File: src/design/streamAlu_defs.svh
`ifndef STREAMALU_DEFS_SVH
`define STREAMALU_DEFS_SVH

//////////////////////////////////////////////////////////////////////
// Engine sizing.
//////////////////////////////////////////////////////////////////////

// Data path and command word width.
`define STREAMALU_DATA_WIDTH 16

// Working registers addressed by the 2-bit fields of a command.
`define STREAMALU_REG_COUNT 4

`define STREAMALU_FIFO_DEPTH 8 // Entries per queue.

`endif

File: src/design/streamAluPkg.sv
`default_nettype none

`include "streamAlu_defs.svh"

package streamAluPkg;

  typedef enum logic [2:0] {
    ADD = 3'd0,
    SUB = 3'd1,
    AND = 3'd2,
    OR  = 3'd3,
    XOR = 3'd4,
    SHL = 3'd5,
    MOV = 3'd6,
    NOP = 3'd7
  } aluOp_t;

  //////////////////////////////////////////////////////////////////////
  // Command word, bit 15 selects the view.
  //////////////////////////////////////////////////////////////////////

  typedef struct packed {
    logic        form;  // 1 for load.
    logic [1:0]  dest;
    logic [12:0] imm;
  } loadForm_t;

  typedef struct packed {
    logic       form;
    aluOp_t     op;
    logic [1:0] dest;
    logic [1:0] srcA;
    logic [1:0] srcB;
    logic [5:0] unused; // Nonzero marks a reserved encoding.
  } aluForm_t;

  typedef union packed {
    loadForm_t loadForm;
    aluForm_t  aluForm;
  } cmdWord_t;

  typedef struct packed {
    logic                             isLoad;
    aluOp_t                           op;
    logic [1:0]                       dest;
    logic [1:0]                       srcA;
    logic [1:0]                       srcB;
    logic [`STREAMALU_DATA_WIDTH-1:0] imm;
  } decodedOp_t;

  typedef struct packed {
    logic [3:0]                       seq;
    logic [1:0]                       dest;
    logic                             zero;
    logic [`STREAMALU_DATA_WIDTH-1:0] value;
  } result_t;

endpackage

`default_nettype wire

File: src/design/fifo.sv
`timescale 1ns/1ps
`default_nettype none

module fifo #(
  parameter int WIDTH = 8,
  parameter int DEPTH = 8
) (
  input  logic             CLK,
  input  logic             RESETN,
  input  logic [WIDTH-1:0] DIN,
  output logic [WIDTH-1:0] DOUT,
  input  logic             WE,
  input  logic             RE,
  output logic             NOT_EMPTY,
  output logic             FULL
);

  localparam int ADDR_WIDTH = (DEPTH > 1) ? $clog2(DEPTH) : 1;
  localparam int ACTUAL_DEPTH = 2 ** ADDR_WIDTH;
  localparam int PTR_WIDTH = ADDR_WIDTH + 1; // Extra bit tells full from empty.

  logic [WIDTH-1:0]     mem [ACTUAL_DEPTH];
  logic [PTR_WIDTH-1:0] wrPtr;
  logic [PTR_WIDTH-1:0] wrPtrNext;
  logic [PTR_WIDTH-1:0] rdPtr;
  logic [PTR_WIDTH-1:0] rdPtrNext;
  logic                 wrInc;
  logic                 rdInc;
  logic                 fullNext;
  logic                 notEmptyNext;

  assign wrInc = WE & ~FULL;      // Writes while full are dropped.
  assign rdInc = RE & NOT_EMPTY;

  assign wrPtrNext = wrPtr + PTR_WIDTH'(wrInc);
  assign rdPtrNext = rdPtr + PTR_WIDTH'(rdInc);

  assign fullNext = (wrPtrNext[ADDR_WIDTH] != rdPtrNext[ADDR_WIDTH]) &&
                    (wrPtrNext[ADDR_WIDTH-1:0] == rdPtrNext[ADDR_WIDTH-1:0]);
  assign notEmptyNext = (wrPtrNext != rdPtrNext);

  always_ff @(posedge CLK) begin
    if (wrInc) begin
      mem[wrPtr[ADDR_WIDTH-1:0]] <= DIN;
    end
  end

  //////////////////////////////////////////////////////////////////////
  // Show-ahead output, the next head is loaded ahead of the read.
  //////////////////////////////////////////////////////////////////////

  always_ff @(posedge CLK) begin
    if (wrInc && (wrPtr[ADDR_WIDTH-1:0] == rdPtrNext[ADDR_WIDTH-1:0])) begin
      DOUT <= DIN; // Slot written now is the new head.
    end else begin
      DOUT <= mem[rdPtrNext[ADDR_WIDTH-1:0]];
    end
  end

  always_ff @(posedge CLK) begin
    if (!RESETN) begin
      wrPtr     <= '0;
      rdPtr     <= '0;
      FULL      <= 1'b0;
      NOT_EMPTY <= 1'b0;
    end else begin
      wrPtr     <= wrPtrNext;
      rdPtr     <= rdPtrNext;
      FULL      <= fullNext;
      NOT_EMPTY <= notEmptyNext;
    end
  end

endmodule

`default_nettype wire

File: src/design/cmdDecoder.sv
`timescale 1ns/1ps
`default_nettype none

`include "streamAlu_defs.svh"

module cmdDecoder import streamAluPkg::*; (
  input  logic       CLK,
  input  logic       RESETN,
  input  cmdWord_t   cmdHead,
  input  logic       cmdNotEmpty,
  input  logic       stall,
  output logic       cmdPop,
  output decodedOp_t decoded,
  output logic       decodedValid
);

  decodedOp_t decodedNext;

  // Pop only when this stage can move on.
  assign cmdPop = cmdNotEmpty & ~stall;

  always_comb begin
    decodedNext = '0;
    if (cmdHead.loadForm.form) begin
      decodedNext.isLoad = 1'b1;
      decodedNext.op     = NOP;
      decodedNext.dest   = cmdHead.loadForm.dest;
      decodedNext.imm    = {{(`STREAMALU_DATA_WIDTH - 13){1'b0}}, cmdHead.loadForm.imm};
    end else begin
      decodedNext.isLoad = 1'b0;
      decodedNext.dest   = cmdHead.aluForm.dest;
      decodedNext.srcA   = cmdHead.aluForm.srcA;
      decodedNext.srcB   = cmdHead.aluForm.srcB;
      // Reserved encodings fall back to NOP.
      if (cmdHead.aluForm.unused != '0) begin
        decodedNext.op = NOP;
      end else begin
        decodedNext.op = cmdHead.aluForm.op;
      end
    end
  end

  always_ff @(posedge CLK) begin
    if (!RESETN) begin
      decodedValid <= 1'b0;
    end else if (!stall) begin
      decodedValid <= cmdNotEmpty;
    end
  end

  always_ff @(posedge CLK) begin
    if (!stall) begin
      decoded <= decodedNext;
    end
  end

endmodule

`default_nettype wire

File: src/design/aluExecute.sv
`timescale 1ns/1ps
`default_nettype none

`include "streamAlu_defs.svh"

module aluExecute import streamAluPkg::*; (
  input  logic       CLK,
  input  logic       RESETN,
  input  decodedOp_t decoded,
  input  logic       decodedValid,
  input  logic       stall,
  output result_t    result,
  output logic       resultValid
);

  logic [`STREAMALU_DATA_WIDTH-1:0] workRegs [`STREAMALU_REG_COUNT];
  logic [`STREAMALU_DATA_WIDTH-1:0] opA;
  logic [`STREAMALU_DATA_WIDTH-1:0] opB;
  logic [`STREAMALU_DATA_WIDTH-1:0] aluValue;
  logic                             writeEnable;
  logic                             advance;

  assign opA = workRegs[decoded.srcA];
  assign opB = workRegs[decoded.srcB];

  assign advance = decodedValid & ~stall;

  //////////////////////////////////////////////////////////////////////
  // ALU
  //////////////////////////////////////////////////////////////////////

  always_comb begin
    aluValue    = opA;
    writeEnable = 1'b1;
    if (decoded.isLoad) begin
      aluValue = decoded.imm;
    end else begin
      case (decoded.op)
        ADD: aluValue = opA + opB;       // Wraps modulo 2^16.
        SUB: aluValue = opA - opB;
        AND: aluValue = opA & opB;
        OR:  aluValue = opA | opB;
        XOR: aluValue = opA ^ opB;
        SHL: aluValue = opA << opB[3:0];
        MOV: aluValue = opA;
        default: writeEnable = 1'b0;     // NOP.
      endcase
    end
  end

  always_ff @(posedge CLK) begin
    if (!RESETN) begin
      for (int i = 0; i < `STREAMALU_REG_COUNT; i++) begin
        workRegs[i] <= '0;
      end
    end else if (advance && writeEnable) begin
      workRegs[decoded.dest] <= aluValue;
    end
  end

  always_ff @(posedge CLK) begin
    if (!RESETN) begin
      resultValid <= 1'b0;
    end else if (!stall) begin
      resultValid <= decodedValid & writeEnable;
    end
  end

  // Seq and zero are filled in by the result stage.
  always_ff @(posedge CLK) begin
    if (!stall) begin
      result.seq   <= '0;
      result.dest  <= decoded.dest;
      result.zero  <= 1'b0;
      result.value <= aluValue;
    end
  end

endmodule

`default_nettype wire

File: src/design/resultPacker.sv
`timescale 1ns/1ps
`default_nettype none

module resultPacker import streamAluPkg::*; (
  input  logic    CLK,
  input  logic    RESETN,
  input  result_t result,
  input  logic    resultValid,
  input  logic    resFull,
  output logic    resWrite,
  output result_t resWord,
  output logic    stall
);

  logic [3:0] seqCount;

  assign resWrite = resultValid & ~resFull;
  assign stall    = resultValid & resFull;   // Holds the whole pipeline.

  always_comb begin
    resWord      = result;
    resWord.seq  = seqCount;
    resWord.zero = (result.value == '0);
  end

  // Counts accepted results, wraps at 16.
  always_ff @(posedge CLK) begin
    if (!RESETN) begin
      seqCount <= '0;
    end else if (resWrite) begin
      seqCount <= seqCount + 4'd1;
    end
  end

endmodule

`default_nettype wire

File: src/design/streamAlu.sv
`timescale 1ns/1ps
`default_nettype none

`include "streamAlu_defs.svh"

module streamAlu import streamAluPkg::*; (
  input  logic     CLK,
  input  logic     RESETN,
  input  cmdWord_t cmdData,
  input  logic     cmdWrite,
  output logic     cmdFull,
  output result_t  resData,
  input  logic     resRead,
  output logic     resNotEmpty
);

  cmdWord_t   cmdHead;
  logic       cmdNotEmpty;
  logic       cmdPop;
  decodedOp_t decoded;
  logic       decodedValid;
  result_t    aluResult;
  logic       aluResultValid;
  result_t    resWord;
  logic       resWrite;
  logic       resFull;
  logic       stall;

  //////////////////////////////////////////////////////////////////////
  // Command queue and decode.
  //////////////////////////////////////////////////////////////////////

  fifo #(
    .WIDTH(`STREAMALU_DATA_WIDTH),
    .DEPTH(`STREAMALU_FIFO_DEPTH)
  ) cmdFifo (
    .CLK      (CLK),
    .RESETN   (RESETN),
    .DIN      (cmdData),
    .DOUT     (cmdHead),
    .WE       (cmdWrite),
    .RE       (cmdPop),
    .NOT_EMPTY(cmdNotEmpty),
    .FULL     (cmdFull)
  );

  cmdDecoder decoder (
    .CLK         (CLK),
    .RESETN      (RESETN),
    .cmdHead     (cmdHead),
    .cmdNotEmpty (cmdNotEmpty),
    .stall       (stall),
    .cmdPop      (cmdPop),
    .decoded     (decoded),
    .decodedValid(decodedValid)
  );

  aluExecute execute (
    .CLK         (CLK),
    .RESETN      (RESETN),
    .decoded     (decoded),
    .decodedValid(decodedValid),
    .stall       (stall),
    .result      (aluResult),
    .resultValid (aluResultValid)
  );

  //////////////////////////////////////////////////////////////////////
  // Result stage and queue.
  //////////////////////////////////////////////////////////////////////

  resultPacker packer (
    .CLK        (CLK),
    .RESETN     (RESETN),
    .result     (aluResult),
    .resultValid(aluResultValid),
    .resFull    (resFull),
    .resWrite   (resWrite),
    .resWord    (resWord),
    .stall      (stall)
  );

  fifo #(
    .WIDTH($bits(result_t)),
    .DEPTH(`STREAMALU_FIFO_DEPTH)
  ) resFifo (
    .CLK      (CLK),
    .RESETN   (RESETN),
    .DIN      (resWord),
    .DOUT     (resData),
    .WE       (resWrite),
    .RE       (resRead),
    .NOT_EMPTY(resNotEmpty),
    .FULL     (resFull)
  );

endmodule

`default_nettype wire

File: config.mk
export PLATFORM = sky130hd
export DESIGN_NAME = streamAlu
export DESIGN_NICKNAME = d
export VERILOG_FILES = /design/src/design/streamAluPkg.sv /design/src/design/fifo.sv /design/src/design/cmdDecoder.sv /design/src/design/aluExecute.sv /design/src/design/resultPacker.sv /design/src/design/streamAlu.sv
export VERILOG_INCLUDE_DIRS = /design/src /design/src/design
export SDC_FILE = /design/constraint.sdc
export NUM_CORES = 1
export LEC_CHECK = 0
export ABC_AREA = 1
export BUFFER_PORTS_ARGS = -buffer_cell sky130_fd_sc_hd__buf_2
export CORE_ASPECT_RATIO = 1.75
export CORE_MARGIN = 2
export CORE_UTILIZATION = 40
export DETAILED_ROUTE_END_ITERATION = 8
export HOLD_SLACK_MARGIN = 0.08
export PLACE_DENSITY = 0.56
export SYNTH_ARGS = -nofsm -noshare
export SYNTH_HDL_FRONTEND = slang
export SYNTH_SLANG_ARGS = --single-unit
export TNS_END_PERCENT = 100
File: constraint.sdc
create_clock -name CLK -period 9.5 [get_ports CLK]
set_clock_uncertainty 0.05 [all_clocks]
set_input_delay 0.95 -clock CLK [delete_from_list [all_inputs] [get_ports CLK]]
set_output_delay 0.95 -clock CLK [all_outputs]
set_load 0.02 [all_outputs]
## Word-level counts from Yosys, hierarchy flattened

Memory sizes are Yosys's and may differ from the RTL's. A register that Yosys moved wholly into a read port is not among the register bits.
Index checks and enable logic that the tools add are counted.

| word-level totals | value |
|---|---|
| memory bits (writable) | 376 |
| logic and storage cells | 88 |
| input port bits | 20 |
| register bits | 70 |
| memories kept | 3 |

| cells by class | value |
|---|---|
| mux-type cells | 21 |
| bitwise operators | 15 |
| reduce and logical (&&, ||, !) cells | 9 |
| $add $sub $neg | 7 |
| equality and inequality tests | 12 |
| shift-type cells | 1 |

Memory list:

| memory | depth | bits a word | read ports | clocked after Yosys merged registers in | write ports | line | text |
|---|---|---|---|---|---|---|---|
| resFifo.mem | 8 | 23 | 1 | 1 | 1 | fifo.sv:22 | `logic [WIDTH-1:0] mem [ACTUAL_DEPTH];` |
| cmdFifo.mem | 8 | 16 | 1 | 1 | 1 | fifo.sv:22 |  |
| execute.workRegs | 4 | 16 | 2 | 2 | 4 | aluExecute.sv:16 | `` logic [`STREAMALU_DATA_WIDTH-1:0] workRegs [`STREAMALU_REG_COUNT]; `` |

Operators with widths:

| operator | count |
|---|---|
| 16-bit one-hot mux with 6 select lines | 1 |
| 16-bit two-way mux | 2 |
| 16-bit adder | 1 |
| 4-bit by 1-bit adder with 4-bit output | 4 |
| 16-bit AND | 1 |
| 16-bit zero test | 1 |
| 16-bit OR | 1 |
| 16-bit OR reduction | 1 |
| 16-bit by 4-bit left shift with 16-bit output | 1 |
| 16-bit subtractor | 1 |
| 16-bit bitwise XOR | 1 |
| 1-bit two-way mux | 11 |
| 2-bit two-way mux | 5 |
| 1-bit AND | 9 |
| 3-bit == test (second input constant) | 3 |
| 4-bit inequality test | 2 |
| 7-bit OR reduction | 1 |
| 3-bit by 2-bit == test with 1-bit output (second input constant) | 2 |
| 3-bit == test | 2 |
| 6-bit two-way mux | 1 |
| 6-bit nonzero test | 1 |
| 4-bit by 1-bit adder with 4-bit output (second input constant) | 1 |
| 3-bit by 1-bit == test with 1-bit output (second input constant) | 1 |
| 1-bit logical AND | 3 |
| 5 further kinds | 8 |

## Depth between registers and ports, before layout

| depth | value |
|---|---|
| depth in word-level cells | 10 |
| depth in mapped cells | 25 |
| gate-level depth less buffers | 23 |

## Hierarchy

A second synthesis with hierarchy kept.

| unflattened totals | value |
|---|---|
| cell total of the unflattened synthesis | 2208 |
| area, all modules | 21983.6 um2 |

By module, submodules not included:

| module | instances | seq. area each (um2) | cells each | area each (um2) |
|---|---|---|---|---|
| fifo (resFifo) | 1 | 5785.5 | 616 | 7782.5 |
| aluExecute | 1 | 2482.4 | 987 | 7190.6 |
| fifo (cmdFifo) | 1 | 4103.9 | 458 | 5609.1 |
| cmdDecoder | 1 | 710.7 | 90 | 1017.2 |
| resultPacker | 1 | 80.1 | 57 | 384.1 |

## Least setup slack after synthesis

Ideal clock, no wire load.

| timing | value |
|---|---|
| kind | reg-to-reg |
| from | reg (tool-made name) |
| to | mem execute.workRegs[3][15] (netlist name) (data pin) |
| library setup time | 266 ps |
| cell stages (with the launch flop) | 25 |
| data arrival time | 3041 ps |
| setup slack | 6142 ps |
| buffers on the path | 2 |
| period minus slack after synthesis | 3358 ps |
| cell sequence | dfxtp_1 -> inv_2 -> buf_6 -> nand2_1 -> nand3_1 -> nand2_2 -> buf_2 -> ha_1 -> inv_1 -> nor2_1 -> nand3_1 -> nor2_2 -> nand3_1 -> o21ai_1 -> xor2_1 -> ha_1 -> a21oi_1 -> o21a_1 -> o21ai_0 -> a21oi_1 -> nand3_1 -> nand3_1 -> nand2_1 -> nand2_2 -> nor2_1 |

RTL lines:

| item | line |
|---|---|
| end, declared | aluExecute.sv:16 |

==> flow_metrics.tcl <==
set metrics [dict create \
    status "finished, final reports clean" \
    finalHoldViolCount 0 \
    layout_commonest_cell "edfxtp_1" \
    drc 0 \
    nNetsFinal 2189 \
    wl_per_cell_um 21.0 \
    grt_setup_unrepaired "false" \
    hold_buffers 0 \
    num-fill-cells 4896 \
    antenna_found_initial 0 \
    final_cell_mix "edfxtp_1 (417), nand2_1 (399), nor2_1 (337), o21ai_0 (207), nand3_1 (125)" \
    min_path_cells 2 \
    relSlewSlack_pct 27.7 \
    min_period_ns 4.91 \
    first_pass_iters 5 \
    fin_crit_sh_pct 51.7 \
    htreeDepth 2 \
    timing.fmax_mhz 204 \
    route.vias.total 15400 \
    dieArea_mm2 0.0548 \
    worst_skew_pair.late_latency_ns 0.56 \
    synth_top_area_share_pct 59.3 \
    cts_made_buffers 43 \
    worstMarginPinSlew_ns 1.08 \
    clk_transition_reported_paths_ns 0.07 \
    cellLeakagePower_nw 8.85 \
    syn2layout_area_growth_pct 10.8 \
    root_buffer "clkbuf_16" \
    drt-initial-drc-count 1016 \
    place_inst 2742 \
    power_density_mw_per_mm2 297 \
    die_y_um 308 \
    ys_warn_count 0 \
    diodes 0 \
    arrival_ns 5.13 \
    netlist_instances 2086 \
    grt_max_degree 93 \
    drt-total-wl_mm 59.2 \
    dpl.hpwl_mm 39.7 \
    coreArea_mm2 0.0524 \
    timing.setup.tns_ns 0 \
    cts_tree "built" \
    syn-num-nets 2166 \
    slew_viol_final 0 \
    clk_path_buf_depth 3 \
    r2r_end "execute.result[11]" \
    clock_sinks 453 \
    io-pin-count 45 \
    cts_resized 0 \
    die_x_um 178 \
    synth_area_leader_cell "edfxtp_1" \
    io_buffers 44 \
    synth_area_per_cell_um2 10.1 \
    crit_path_end "execute.result[11]" \
    reg2reg_depth 21 \
    fin_cells 2820 \
    grt_pass1_wl_mm 89.3 \
    cp-end-kind "register" \
    min_path_type "reg2reg" \
    syn-cell-area_mm2 0.0211 \
    max-vdd-ir-drop_v 0.000180 \
    grt_pass1_vias 15400 \
    synth.area.top_cells "edfxtp_1 (59%), nand2_1 (7.1%), nor2_1 (6.1%)" \
    cp-start-kind "register" \
    place.gp.congestion 1.01 \
    r2r_slack_ns 4.59 \
    crit_fanout 33 \
    row_count 111 \
    grt.total_usage_pct 21.7 \
    power_mw 6.95 \
    synth-seq-area-share_pct 62.7 \
    post_cts_buffers 0 \
    ant_nets 0 \
    critical_path_class "reg2reg" \
    via_per_inst 5.45 \
    synth_cell_types 43 \
    required_ns 9.72 \
    grt.overflow.total 0 \
    finalSetupViolCount 0 \
    ys_ff_latch 453 \
    max_cap_viol_count 0 \
    start_util_pct 40.4 \
    drive_gt1_share_pct 8.31 \
]
==> where the power goes <==
part           internal, mW  total, mW  switching [mW]
registers              2.45       2.60           0.156
logic                 0.730       2.65            1.92
clock network         0.966       1.70           0.732
==> per-stage QoR <==
step	hold WS (ns)	cell area (um2)	setup slack, ns	util [%]
after floorplan	0.369	21100	6.14	-
after global placement	0.381	22000	4.57	42.1
after detailed placement	0.386	22000	4.58	42.1
after CTS	0.404	23400	4.70	44.7
after global routing	0.415	23400	4.33	44.7
final	0.397	23400	4.59	44.7
==> Yosys cell counts <==
master       n
edfxtp_1   417
nand2_1    400
nor2_1     345
o21ai_0    208
nand3_1    125
inv_1      103
a21oi_1     90
clkbuf_1    64
ha_1        59
o22ai_1     47
dfxtp_1     36
a31oi_1     25
buf_2       22
xor2_1      16
nand4_1     14
xnor2_1     13
inv_2        9
o221ai_1     9
nand2_2      8
buf_4        7
o21ai_1      7
a211oi_1     6
nand3b_1     6
nor3_1       6
a221oi_1     5
nor4_1       5
clkinv_1     4
nor2_2       4
buf_1        3
buf_6        3
o211ai_1     3
a21o_1       2
o2111ai_1    2
o211ai_2     2
o21a_1       2
or2_2        2
a21boi_0     1
a22o_1       1
fa_1         1
nor2_4       1
o21ai_2      1
o21bai_1     1
o31ai_1      1
==> worst min-delay path by stage <==
stage                   startpoint       end
6_report       decoder.decoded[18]  register
5_1_grt        decoder.decoded[18]  register
4_1_cts        decoder.decoded[16]  register
3_5_place_dp   decoder.decoded[16]  register
3_3_place_gp   decoder.decoded[18]  register
2_1_floorplan  decoder.decoded[16]  register
==> cell families after synthesis <==
family / Yosys count / share of synthesized area (%)
xor+xnor: 29 / 1.20
buf+inv: 215 / 4.18
flops: 453 / 62.7
compound gates: 413 / 10.8
simple gates: 916 / 17.6
fa+ha+maj: 60 / 3.59
==> worst max-delay path: stages (launching register included) <==
cell,delay (ns)
dfxtp_1,0.31
buf_4,0.35
inv_2,0.36
nand2_1,0.18
nand3_1,0.10
nand2_2,0.35
ha_1,0.23
inv_1,0.07
nor2_1,0.21
nand3_1,0.15
nor2_2,0.18
nand2_1,0.07
nand2_1,0.08
xor2_1,0.17
ha_1,0.31
a21oi_1,0.24
o21a_1,0.19
nand2_1,0.08
o21ai_0,0.30
nand3b_1,0.17
nand2_1,0.25
nand2_1,0.17
==> per-layer routing <==
metal / vias up / global-route usage [%] / part of all wire [%]
met5: - / 0 / 0
met4: 0 / 14.9 / 7.2
met3: 159 / 2.96 / 4.0
met2: 452 / 40.1 / 53
met1: 7430 / 22.3 / 36
li1: 7342 / - / -
==> registers in the layout, summed over array words and instances (netlist names), 4 cells and up, named ones only <==
name,cells
cmdFifo.wrPtr,4
decoder.decoded,23
cmdFifo.mem,128
resFifo.mem,184
packer.seqCount,4
resFifo.rdPtr,4
execute.workRegs,64
cmdFifo.rdPtr,4
execute.result,18
resFifo.wrPtr,4
==> cell type report <==
cell class	instances	area [um2]	share of cell area [%]
timing repair buffer	77	468	2.00
inverter	116	435	1.86
multi-input combinational	1418	7030	30.0
clock buffer	62	1200	5.12
tap	678	848	3.62
clock inverter	16	185	0.791
sequential	453	13200	56.6
No activity file was read; power rests on OpenSTA's default activity.
